<file path="config.mk">
export PLATFORM = sky130hd
export DESIGN_NAME = fixLayer
export DESIGN_NICKNAME = d
export VERILOG_FILES = /design/src/source/videoPkg.sv /design/src/source/fixLayer.sv
export SDC_FILE = /design/constraint.sdc
export NUM_CORES = 1
export LEC_CHECK = 0
export ABC_AREA = 0
export BUFFER_PORTS_ARGS = -buffer_cell sky130_fd_sc_hd__buf_2
export CAP_MARGIN = 40
export CORE_MARGIN = 2
export CORE_UTILIZATION = 35
export CTS_BUF_LIST = sky130_fd_sc_hd__clkbuf_2 sky130_fd_sc_hd__clkbuf_4 sky130_fd_sc_hd__clkbuf_8
export DETAILED_ROUTE_END_ITERATION = 8
export HOLD_SLACK_MARGIN = 0.12
export PLACE_DENSITY = 0.65
export SLEW_MARGIN = 25
export SYNTH_ARGS = -nofsm -noshare
export SYNTH_HDL_FRONTEND = slang
export SYNTH_SLANG_ARGS = --single-unit
</file>
<file path="constraint.sdc">
create_clock -name CLK_1HB -period 1.29 [get_ports CLK_1HB]
set_input_delay 0.129 -clock CLK_1HB [delete_from_list [all_inputs] [get_ports CLK_1HB]]
set_output_delay 0.129 -clock CLK_1HB [all_outputs]
set_load 0.01 [all_outputs]
</file>
<file path="src/source/videoPkg.sv">
// Pixel and palette-address types shared by the video datapath
// Colour 0 is transparent everywhere in the design
package videoPkg;

	// 4-bit colour index inside one palette
	typedef logic [3:0] colorT;

	// Palette RAM address
	// Palette number in the upper byte, colour in the low nibble
	typedef struct packed {
		logic [7:0] palette;
		colorT      color;
	} palAddrT;

	// Fix layer input bundle
	typedef struct packed {
		// Two pixels, odd one in the upper nibble
		logic [7:0] fixData;
		// Fix palette number, only 16 available
		logic [3:0] fixPal;
		// Load strobe for pixels and palette
		logic       fixLoad;
		// Fix layer enable, gates opacity
		logic       enFix;
	} fixInT;

endpackage

</file>
<file path="src/source/fixLayer.sv">
// Fix layer pixel path, two pixels per load
// Colour select by oddPix is combinational; enFix is used live
`timescale 1ns/1ps

module fixLayer (
	input  logic              CLK_1HB,
	input  logic              rst,
	input  videoPkg::fixInT   fixIn,
	input  logic              oddPix,
	output videoPkg::palAddrT fixAddr,
	output logic              fixOpaque
);

	// Two-pixel register
	logic [7:0] fixReg;
	// Fix palette register
	logic [3:0] palReg;
	videoPkg::colorT fixColor;

	// Both registers load on the same strobe
	always_ff @(posedge CLK_1HB) begin
		if (rst) begin
			fixReg <= '0;
			palReg <= '0;
		end else if (fixIn.fixLoad) begin
			fixReg <= fixIn.fixData;
			palReg <= fixIn.fixPal;
		end
	end

	// Odd pixel in the upper nibble
	assign fixColor = oddPix ? fixReg[7:4] : fixReg[3:0];

	// Fix palettes live in the first 16 only
	assign fixAddr.palette = {4'b0000, palReg};
	assign fixAddr.color = fixColor;

	// Opaque only when enabled and not colour 0
	assign fixOpaque = (fixColor != '0) && fixIn.enFix;

endmodule

</file>
---- Word level (Yosys, flattened, before mapping) ----
Cells that the tools add are included.
operators by class
  mux-type cells .......................... 1
  reduce and logical (&&, ||, !) cells .... 2
operators by type and width
  operator             count
  $mux W4              1
  $reduce_bool A4 Y1   1
  $logic_and A1 B1 Y1  1
storage, ports and cells
  logic and storage cells ................. 5
  input bits .............................. 17
  output and inout bits ................... 13
  register bits after elaboration ......... 12

---- Longest topological paths before layout ----
  depth in word-level cells ............... 3
  depth in mapped cells ................... 3
  depth with buffers taken out ............ 2

---- Worst setup path before layout ----
Ideal clock, no wire load.
  path type ............................... reg2out
  start point ............................. register fixReg[2]
  end point ............................... output port fixOpaque
  setup slack ............................. 0.131 ns
  arrival ................................. 1.030 ns
  required time ........................... 1.161 ns
  buffers on the path ..................... 0
  cell stages (with the launch flop) ...... 3
  cells stage by stage .................... dfxtp_1 -> mux2_4 -> o41a_1
RTL lines
  what                    line            text
  start, declared         fixLayer.sv:15  logic [7:0] fixReg;
  start signal, assigned  fixLayer.sv:26  fixReg <= fixIn.fixData;
  end, declared           fixLayer.sv:11  output logic fixOpaque

---- Worst setup path after layout ----
  start point ............................. register fixReg[3]
  end point ............................... output port fixOpaque
on the way
  cells in the longest elaborated chain, start to end .. 3
RTL lines
  what                 line            text
  $mux W4              fixLayer.sv:32  assign fixColor = oddPix ? fixReg[7:4] : fixReg[3:0];
  $reduce_bool A4 Y1   fixLayer.sv:39  assign fixOpaque = (fixColor != '0) && fixIn.enFix;
  $logic_and A1 B1 Y1  fixLayer.sv:39
No other way between the ends.

==> results.ini <==
[synthesis]
avgSynthCellArea_sq_um=10.7
synth.area.top_cells=dfxtp_1 47%, mux2i_1 23%, nor2_1 8.8%
synth_area_leader_cell=dfxtp_1
ys_types=10
yosys_warnings=0
syn_area_sq_um=512
synthCells=48
ys_seq_area_frac=0.469
synth_top_area_share=0.469
ys_ff_latch=12

[cts]
postCtsSetupRepairBufs=0
cts_buffers=3
cts-root-buf=clkbuf_4
clock_latency_ns=0.27
numClockSinks=12
cts.reportedPaths.clkPinSlew_ns=0.07
cts_tree=built
h-tree-depth=1
clockBufferDepth=2

[placed_design]
dp.final_hpwl_microns=731
portBuffers=25
gp_congestion=0.750

[setup_path]
cp.required_ns=1.16
crit_family=compound AO/OA/AOI/OAI gates
path_buf_inv=1
start_kind=flop
path_class=flop to output port
cp.arrival_ns=1.40
cp_slowest_cell=o41a_1
endpoint_kind=output port
critical_path.max_stage_delay_ns=0.41
path_cells=mux2_2 -> o41a_1 -> buf_2
critPathMaxFanout=2

[power]
power.density_mw_per_mm2=1080
p_leak_nw=0.412
peakVddDrop_mv=0.858

[floorplan]
die_area_sq_mm=0.00178
start_util=0.384
die_height_microns=42.2
die_x_microns=42.2
core_sq_mm=0.00133
fp-row-count=13
ios=30

[final_layout]
nNetsFinal=104
layout-drive-gt1-share=0.395
n_antenna_cell=0
final.fill_count=122
syn_to_final_growth_pct=53.5
final_util=0.589

[drt]
routedWlPerCell_microns=10.7
drtIter0Drc=3
vias_per_cell=4.46
drt_first_pass_iters=2
drc=0
wl_mm=1.08
final_antenna_net_count=0
routed-via-count=450

[sta]
maxSlewViolCount=0
finalSetupTns_ns=-0.235
setup_ws_ns=-0.235
max_freq_mhz=656
setup_viol=1
hold_viol_final=0
finalCritPeriodShare=1.18
rsz0062_at_grt=yes
finalCriticalPeriod_ns=1.52
fin_worst_skew_ns=0

[global_route]
antenna_found_initial=0
grt_max_degree=13
grt_pass1_vias=451
grtUsageTotal=0.142
grt_pass1_wl_mm=1.91
grt_remaining_overflow=0

[run_status]
outcome=complete, but fails checks
violations=setup timing

[min_path]
hold_class=input port to flop

[flow_run]
drv_cap=0

## path summary, 6_finish.rpt
path                                 from        end  slack [ns]  depth (start not counted)
worst max register to register  fixReg[6]  fixReg[6]        0.64                          2
worst min-delay path                  rst  fixReg[4]        0.18                          2
worst min register to register  palReg[3]  palReg[3]        0.49                          2
worst max-delay path            fixReg[3]  fixOpaque       -0.23                          3
## metal layers
layer | part of all wire | GRT usage | routed length, microns
met1 | 0.40 | 0.149 | 432
met2 | 0.54 | 0.243 | 579
met3 | 0.061 | 0.0690 | 66
met4 | 0 | 0.0563 | 0
met5 | 0 | 0 | 0
## power by group
part / switching, mW / internal, mW
logic: 0.0649 / 0.0885
registers: 0.0108 / 0.393
clock network: 0.118 / 0.171
total: 0.194 / 0.653
## cells by family after synthesis
| group | count (synthesis) | synth area share |
|---|---|---|
| other | 1 | 0.00733 |
| flip-flops | 12 | 0.469 |
| AO/OA/AOI/OAI | 1 | 0.0220 |
| multiplexers | 16 | 0.337 |
| buffers and inverters | 6 | 0.0758 |
| AND/OR/NAND/NOR | 12 | 0.0880 |
## worst reg2reg max path, delay by kind of cell, from the launching register on
kind             cells  cell delay, ns
and+or+nand+nor      1            0.07
DFF                  1            0.32
muxes                1            0.15
## cell type report
class                      count  area (sq um)  area share
sequential                    12           241       0.307
timing repair buffer          37           245       0.312
tap                           15          18.8      0.0239
clock buffer                   4          36.3      0.0462
multi-input combinational     33           244       0.311
## what timing repair did
action / 4_1_cts / 5_1_grt
endpoints found under the hold margin: 12 / 0
hold buffers: 12 / 0
setup endpoints to repair: 1 / 1
resized for setup: 1 / 0
pin swaps: 1 / 0
## cells in the mapped netlist
| cell type | instances |
|---|---|
| nor2_1 | 12 |
| buf_2 | 1 |
| buf_4 | 4 |
| mux2_4 | 2 |
| conb_1 | 1 |
| mux2_2 | 2 |
| clkbuf_1 | 1 |
| mux2i_1 | 12 |
| dfxtp_1 | 12 |
| o41a_1 | 1 |
## layout by cell type, fill, tap and decap left out, drive strengths merged
cell type,instances
nor2,12
o41a,1
mux2,4
mux2i,12
clkbuf,4
conb,4
dlygate4sd3,12
buf,25
dfxtp,12
## registers in the layout (all words and copies together), names as in the netlist
name    cells
palReg      4
fixReg      8
## stage by stage
| stage | hold slack, ns | power (mW) | area (sq um) | setup WS, ns | instances |
|---|---|---|---|---|---|
| floorplan | 0.201 | 0.494 | 523 | 0.131 | 51 |
| global placement | 0.365 | 0.536 | 628 | 0.0456 | 85 |
| detailed placement | 0.375 | 0.538 | 628 | 0.0262 | 85 |
| CTS | 0.171 | 0.859 | 786 | -0.252 | 101 |
| global route | 0.166 | 0.906 | 786 | -0.291 | 101 |
| finish | 0.177 | 0.846 | 786 | -0.235 | 101 |
Note: power is estimated with default switching activity, not from simulation.
