[config.mk]
export PLATFORM = sky130hd
export DESIGN_NAME = paletteMux
export DESIGN_NICKNAME = d
export VERILOG_FILES = /design/src/source/videoPkg.sv /design/src/source/paletteMux.sv
export VERILOG_INCLUDE_DIRS = /design/src /design/src/source
export SDC_FILE = /design/constraint.sdc
export NUM_CORES = 1
export LEC_CHECK = 0
export ABC_AREA = 1
export BUFFER_PORTS_ARGS = -buffer_cell sky130_fd_sc_hd__buf_2
export CAP_MARGIN = 5
export CORE_MARGIN = 4
export CORE_UTILIZATION = 32
export CTS_CLUSTER_DIAMETER = 50
export DETAILED_ROUTE_END_ITERATION = 7
export PLACE_DENSITY = 0.73
export SKIP_CTS_REPAIR_TIMING = 1
export SYNTH_ARGS = -nofsm -noshare
export SYNTH_HDL_FRONTEND = slang
export SYNTH_SLANG_ARGS = --single-unit
[constraint.sdc]
create_clock -name CLK_1HB -period 1 [get_ports CLK_1HB]
set_input_delay 0.15 -clock CLK_1HB [delete_from_list [all_inputs] [get_ports CLK_1HB]]
set_output_delay 0.15 -clock CLK_1HB [all_outputs]
set_load 0.03 [all_outputs]
[src/source/neoB1_settings.svh]
// Shared sizing and decode constants for the palette-address stage
// LB_DEPTH must not exceed 2**LB_AW
`ifndef NEOB1_SETTINGS_SVH
`define NEOB1_SETTINGS_SVH

// Entries per line buffer, half of a 384-pixel line
`define LB_DEPTH 192

// Address counter width of one line buffer
`define LB_AW 8

// CPU palette window decode on the two top address bits
// Palette RAM sits where A23 is low and A22 is high
`define CPU_SEL_A23 1'b0
`define CPU_SEL_A22 1'b1

`endif
[src/source/videoPkg.sv]
// Pixel and palette-address types shared by the video datapath
// Colour 0 is transparent everywhere in the design
package videoPkg;

	// 4-bit colour index inside one palette
	typedef logic [3:0] colorT;

	// Palette RAM address
	// Palette number in the upper byte, colour in the low nibble
	typedef struct packed {
		logic [7:0] palette;
		colorT      color;
	} palAddrT;

	// Fix layer input bundle
	typedef struct packed {
		// Two pixels, odd one in the upper nibble
		logic [7:0] fixData;
		// Fix palette number, only 16 available
		logic [3:0] fixPal;
		// Load strobe for pixels and palette
		logic       fixLoad;
		// Fix layer enable, gates opacity
		logic       enFix;
	} fixInT;

endpackage

[src/source/paletteMux.sv]
// Palette bus output stage
// Priority is CPU, then blank, then opaque fix, then sprite
// The CPU override is combinational from cpuAddr once the decode is latched
`timescale 1ns/1ps
`include "neoB1_settings.svh"

module paletteMux (
	input  logic              CLK_1HB,
	input  logic              rst,
	input  logic              flip,
	input  logic              oddPix,
	input  logic              blank,
	input  videoPkg::palAddrT bl,
	input  videoPkg::palAddrT br,
	input  videoPkg::palAddrT tl,
	input  videoPkg::palAddrT tr,
	input  videoPkg::palAddrT fixAddr,
	input  logic              fixOpaque,
	input  logic              cpuStrobe,
	input  logic              cpuA23,
	input  logic              cpuA22,
	input  logic [11:0]       cpuAddr,
	output videoPkg::palAddrT pa
);

	videoPkg::palAddrT spriteAddr;
	videoPkg::palAddrT videoNext;
	videoPkg::palAddrT videoAddr;
	logic              cpuHit;
	logic              cpuSel;

	// Display pair is the one not being rendered
	always_comb begin
		case ({flip, oddPix})
			2'b00:   spriteAddr = tl;
			2'b01:   spriteAddr = tr;
			2'b10:   spriteAddr = bl;
			default: spriteAddr = br;
		endcase
	end

	// Blank wins, then fix over sprites
	assign videoNext = blank ? '0 : (fixOpaque ? fixAddr : spriteAddr);

	// Palette window decode
	assign cpuHit = (cpuA23 == `CPU_SEL_A23) && (cpuA22 == `CPU_SEL_A22);

	always_ff @(posedge CLK_1HB) begin
		if (rst) begin
			videoAddr <= '0;
			cpuSel <= 1'b0;
		end else begin
			videoAddr <= videoNext;
			// Decode held between strobes
			if (cpuStrobe) begin
				cpuSel <= cpuHit;
			end
		end
	end

	// CPU owns the bus while selected
	assign pa = cpuSel ? videoPkg::palAddrT'(cpuAddr) : videoAddr;

endmodule

Word level (Yosys, flattened, before mapping)
Index checks and enable logic that the tools add are counted.
Word-level totals
  register bits after elaboration: 13
  logic and storage cells: 12
Operators by class
  equality and inequality tests: 2
  muxes and demuxes: 3
  bitwise gates (word level): 1
  reductions and logical operators: 3
Operators with widths (number)
  case mux 12 bit (3 select lines): 1
  2-to-1 mux 12 bit: 2
  equality test 2 x 1 -> 1 bit, second input constant: 1
  equality test 2 bit, second input constant: 1
  zero test 2 bit: 1
  OR reduction 2 bit: 1
  logical AND 1 bit: 1
  NOT 1 bit: 1

Longest topological paths before layout
Gate-level depths: netlist of the first run.
  depth in word-level cells: 3
  mapped depth: 7
  gate-level depth less buffers: 6

Worst setup path before layout of the first run
Ideal clock, no wire load.
  kind: flip-flop to output port
  start: register cpuSel
  end: output port pa[10] (netlist bit)
  arrival: 1.004 ns
  slack: -0.154 ns
  stages on the path, launching flop included: 3
  path buffers: 1
  path through: dfxtp_1 buf_2 mux2_2
RTL lines
  start: declaration: line paletteMux.sv:30  | logic cpuSel;
  start signal: assignment: line paletteMux.sv:56  | cpuSel <= cpuHit;
  end: declaration: line paletteMux.sv:23  | output videoPkg::palAddrT pa

==> flow_summary_export.csv, run 1 <==
group,metric,value,unit
placed_design,dp_cells,275,
grt,grt_max_degree,18,
pwr,ir_drop,707,µV
setup_path,max_stage_delay,0.36,ns
die,dieArea,3890,µm²
grt,grt_pass1_wl,4.51,mm
cells_and_area,final_cells,279,
sta,rsz0062_at_grt,"true",
grt,grt_remaining_overflow,0,
placed_design,placement.io_buffers,92,
pwr,p_leak,0.897,nW
placed_design,dpl.hpwl,2.49,mm
detailed_routing,wl_met2,1.37,mm
die,start_util,34.0,%
setup_path,critPathKind,"reg2out",
cells_and_area,antennaDiodeCount,0,
detailed_routing,vias,1245,
pwr,power,1.49,mW
sta,setup_violations,12,
detailed_routing,wl_met1,1.23,mm
sta,fin_tns_setup,-4.17,ns
setup_path,ff2ff_setup_slack,0.17,ns
sta,min_period,1.36,ns
setup_path,cp.arrival,1.21,ns
sta,skew,0,ns
detailed_routing,met3_length,273,µm
clock_network,cts_buffers,3,
setup_path,crit_slowest_cell,"dfxtp_2",
run_status,status,"complete, but fails checks",
setup_path,end_kind,"output port",
clock_network,clockBufferDepth,2,
sta,worst_slack,-0.357,ns
detailed_routing,vias_per_cell,4.46,
logic_synthesis,synth-seq-cells,13,
sta,fin_crit_sh,136,%
die,core_area,2780,µm²
setup_path,critPathRequiredTime,0.85,ns
logic_synthesis,synth_area,945,µm²
run_status,violations,"negative setup slack",
detailed_routing,drtIter0Drc,16,
detailed_routing,drt_pass1_iterations,4,
clock_network,cts_tree,"done",
detailed_routing,ant_nets,0,
worst_hold_path,hold_path_class,"in2reg",
run,max_cap_violations,0,
logic_synthesis,synth_cells,148,
cells_and_area,seq_area,262,µm²
sta,maxSlewViolCount,0,
clock_network,clk_latency,0.26,ns
setup_path,cp_top_family,"flip-flops",
sta,maxSlewHeadroom,71.5,%
logic_synthesis,yosys_warnings,0,
setup_path,crit_fanout,8,
clock_network,root_buffer,"clkbuf_4",
clock_network,path_clk_slew,0.07,ns
logic_synthesis,synthDistinctLibCells,16,
logic_synthesis,ys_seq_area_share,27.5,%
setup_path,cp_cell_sequence,"buf_12, mux2_4, buf_6",
clock_network,h-tree-depth,1,
sta,finalHoldViolations,0,
grt,grt_pass1_vias,1056,
cells_and_area,drive_above_1_share,50.4,%
detailed_routing,top_layer,"met4",
logic_synthesis,synth_nets,229,
grt,grt_use_total,14.0,%
clock_network,cts_sinks,13,
die,top_level_ports,93,
detailed_routing,wl,2.90,mm
cells_and_area,nets,330,
logic_synthesis,synth.avg_cell_area,6.38,µm²
grt,antenna_found_initial,0,
placed_design,place.gp.congestion,0.789,
sta,max_freq,0.737,GHz
cells_and_area,multi_input_area,672,µm²
detailed_routing,wire_per_inst,10.4,µm
cells_and_area,nFillCells,282,
detailed_routing,remaining_drc_errors,0,
pwr,cellPowerDensity,906,nW/µm²
die,fp.dieW,62.3,µm
die,fp-row-count,19,
sta,worstMarginPinSlew,0.427,ns
setup_path,path_buf_inv,2,
die,die_h,62.3,µm
cells_and_area,syn_to_final_growth,74.0,%
setup_path,critPathLaunchType,"flip-flop",
## worst paths after layout
check                           startpoint      to  cells after the start
worst max-delay path                cpuSel  pa[11]                      3
worst min-delay path                   rst  cpuSel                      2
worst max register to register      cpuSel  cpuSel                      3
worst min register to register      cpuSel  cpuSel                      3
## stage by stage
step                setup WS [ns]  area [µm²]  hold WS [ns]  util, %
floorplan                -0.00121         990         0.221        -
global placement           -0.104        1530         0.338     54.9
detailed placement         -0.121        1530         0.337     54.9
CTS                        -0.419        1550        0.0517     55.9
global route               -0.413        1640        0.0392     59.1
finish                     -0.357        1640        0.0595     59.1
## cell type report
| cell class | instances | share of cell area (%) |
|---|---|---|
| Sequential cell | 13 | 15.9 |
| Clock buffer | 4 | 1.60 |
| Timing Repair Buffer | 102 | 38.1 |
| Multi-Input combinational cell | 124 | 40.9 |
| Inverter | 5 | 1.14 |
| Tap cell | 31 | 2.36 |
## sequential cells by signal, summed over array words and instances, names as in the netlist
signal,count
cpuSel,1
videoAddr,12
## worst reg2reg max path: stages, from the launching register on
cell and delay, ns:
dfxtp_2 0.36, buf_6 0.13, nor2_1 0.05, a211oi_1 0.20
## layout by cell type (no fill, tap or decap), types with 3 or more instances in the layout
cell type / instances
buf_4: 8
nand2_1: 50
inv_1: 4
nor2_1: 20
o21ai_0: 16
clkbuf_4: 3
buf_6: 13
buf_2: 80
nand3_1: 15
a21oi_1: 4
mux2_4: 12
dfxtp_1: 12
or2_2: 4
## metal layers
metal,up-vias,GRT usage (%)
li1,684,-
met1,505,18.1
met2,54,21.6
met3,2,3.78
met4,0,6.37
met5,-,0
## synth_stat cells
library cell  instances  area (µm²)
nor2_4                1        11.3
clkbuf_1              3        11.3
buf_6                 2        22.5
a21oi_1               4        20.0
mux2_2               12         135
buf_2                 1        5.00
a211oi_1              1        7.51
nand3_2               1        10.0
nand3_1              15        75.1
or2_2                 4        25.0
nand2_1              50         188
inv_2                 1        3.75
o21ai_0              16        80.1
dfxtp_1              13         260
nor2_1               20        75.1
inv_1                 4        15.0
## cells by family (layout without fill, tap and decap cells)
group | Yosys count | after routing | synth area share, %
AOI/OAI and AO/OA | 21 | 21 | 11.4
buffers and inverters | 11 | 111 | 6.09
muxes | 12 | 12 | 14.3
DFF | 13 | 13 | 27.5
and+or+nand+nor | 91 | 91 | 40.7
## power by group
group	total, mW	internal, mW	switching (mW)
clock	0.304	0.154	0.150
sequential	0.557	0.546	0.0103
combinational	0.629	0.340	0.289
total	1.49	1.04	0.449
(Power assumes the default switching activity.)
==> inputs of run 2 (changes only) <==
--- a/config.mk
+++ b/config.mk
@@ -9,7 +9,7 @@
 export ABC_AREA = 1
 export BUFFER_PORTS_ARGS = -buffer_cell sky130_fd_sc_hd__buf_2
 export CAP_MARGIN = 5
-export CORE_MARGIN = 4
+export CORE_MARGIN = 5
 export CORE_UTILIZATION = 32
 export CTS_CLUSTER_DIAMETER = 50
 export DETAILED_ROUTE_END_ITERATION = 7
==> flow_summary_export.csv, run 2 (synthesis gave the netlist of run 1 again) <==
group,metric,value,unit
cells_and_area,final_cell_mix,"80 x buf_2, 50 x nand2_1, 20 x nor2_1, 16 x o21ai_0, 15 x nand3_1",
detailed_routing,drtIter0Drc,23,
detailed_routing,drt_pass1_iterations,4,
die,fp-row-count,19,
sta,fin_crit_sh,136,%
grt,grt_pass1_wl,4.46,mm
pwr,p_leak,0.897,nW
cells_and_area,top_regs,"videoAddr x12, cpuSel x1",
detailed_routing,ant_nets,0,
setup_path,cp.arrival,1.21,ns
die,die_h,64.3,µm
run_status,status,"complete, but fails checks",
cells_and_area,regMostFlops,"videoAddr",
detailed_routing,vias,1235,
sta,rsz0062_at_grt,"true",
setup_path,critPathLaunchType,"flip-flop",
setup_path,crit_slowest_cell,"dfxtp_4",
run,max_cap_violations,0,
clock_network,cts_tree,"done",
clock_network,path_clk_slew,0.06,ns
pwr,clkPwrFrac,19.3,%
pwr,internal-power,1.04,mW
sta,maxSlewViolCount,0,
clock_network,root_buffer,"clkbuf_4",
setup_path,cp_top_family,"flip-flops",
pwr,switchingPower,0.433,mW
sta,max_freq,0.737,GHz
sta,finalHoldViolations,0,
clock_network,clockBufferDepth,2,
cells_and_area,fin_area,1650,µm²
setup_path,crit_fanout,6,
pwr,ir_drop,631,µV
cells_and_area,largest_reg_flops,12,
grt,grt_use_total,12.9,%
grt,antenna_found_initial,0,
clock_network,cts_buffers,3,
sta,skew,0,ns
die,core_area,2780,µm²
detailed_routing,wl,3.02,mm
die,start_util,34.0,%
detailed_routing,remaining_drc_errors,0,
setup_path,max_stage_delay,0.37,ns
die,fp.dieW,64.3,µm
placed_design,placement.io_buffers,92,
pwr,combPwrFrac,43.0,%
die,top_level_ports,93,
grt,grt_pass1_vias,1090,
cells_and_area,nFillCells,264,
clock_network,cts_sinks,13,
cells_and_area,syn_to_final_growth,75.0,%
cells_and_area,nets,329,
placed_design,dpl.hpwl,2.66,mm
setup_path,cp_cell_sequence,"clkbuf_16, mux2_4, buf_6",
grt,grt_remaining_overflow,0,
placed_design,placed_area,1510,µm²
sta,maxSlewHeadroom,87.0,%
clock_network,clk_latency,0.25,ns
grt,grt_max_degree,18,
pwr,cellPowerDensity,892,nW/µm²
setup_path,end_kind,"output port",
placed_design,place.gp.congestion,0.751,
die,dieArea,4140,µm²
cells_and_area,antennaDiodeCount,0,
setup_path,critPathRequiredTime,0.85,ns
cells_and_area,drive_above_1_share,50.2,%
sta,setup_violations,12,
detailed_routing,wire_per_inst,10.9,µm
sta,worst_slack,-0.356,ns
pwr,seqPwrFrac,37.7,%
sta,min_period,1.36,ns
worst_hold_path,hold_path_class,"in2reg",
pwr,p_sw_share,29.3,%
cells_and_area,layout_commonest_cell,"buf_2",
clock_network,h-tree-depth,1,
setup_path,critPathKind,"reg2out",
detailed_routing,vias_per_cell,4.44,
sta,worstMarginPinSlew,0.193,ns
sta,fin_tns_setup,-4.14,ns
run_status,violations,"negative setup slack",
setup_path,path_buf_inv,2,
## run 2: cell count changes in the layout (fill, tap and decap cells not counted)
cell       before  now
dfxtp_4         0    1
dfxtp_2         1    0
buf_6          13   12
clkbuf_16       0    1
buf_4           8    7
## run 2: final cells by class
type	count	area [µm²]	area share, %
inverter	5	18.8	1.14
timing repair buffer	101	633	38.3
tap	31	38.8	2.35
clock buffer	4	26.3	1.59
sequential	13	264	16.0
multi-input combinational	124	672	40.7
## run 2: metal layers
metal / GRT usage (%) / part of all wire [%] / wire length, µm
met5: 0 / 0 / 0
met4: 4.58 / 0.73 / 22
met3: 2.10 / 8.5 / 258
met2: 22.0 / 51 / 1530
met1: 16.1 / 40 / 1210
## run 2: power by group through the flow
stage | clock, mW | combinational, mW | sequential (mW)
3_3_place_gp | 0 | 0.556 | 0.566
6_report | 0.285 | 0.633 | 0.556
2_1_floorplan | 0 | 0.326 | 0.566
4_1_cts | 0.296 | 0.565 | 0.556
5_1_grt | 0.321 | 0.691 | 0.559
3_5_place_dp | 0 | 0.564 | 0.568
## run 2: worst paths after layout
| check | startpoint | to | slack (ns) | cells past startpoint |
|---|---|---|---|---|
| max | cpuSel | pa[3] | -0.36 | 3 |
| min | rst | cpuSel | 0.07 | 2 |
| min reg2reg | cpuSel | cpuSel | 0.70 | 3 |
| max reg2reg | cpuSel | cpuSel | 0.19 | 3 |
## run 2: stage by stage
stage	hold WS (ns)	cells	total power [mW]	util [%]	setup WS, ns
3_5_place_dp	0.346	273	1.13	54.4	-0.135
4_1_cts	0.0724	277	1.42	55.3	-0.419
2_1_floorplan	0.221	148	0.892	-	-0.00121
6_report	0.0725	278	1.47	59.4	-0.356
3_3_place_gp	0.343	273	1.12	54.4	-0.117
5_1_grt	0.0787	278	1.57	59.4	-0.399
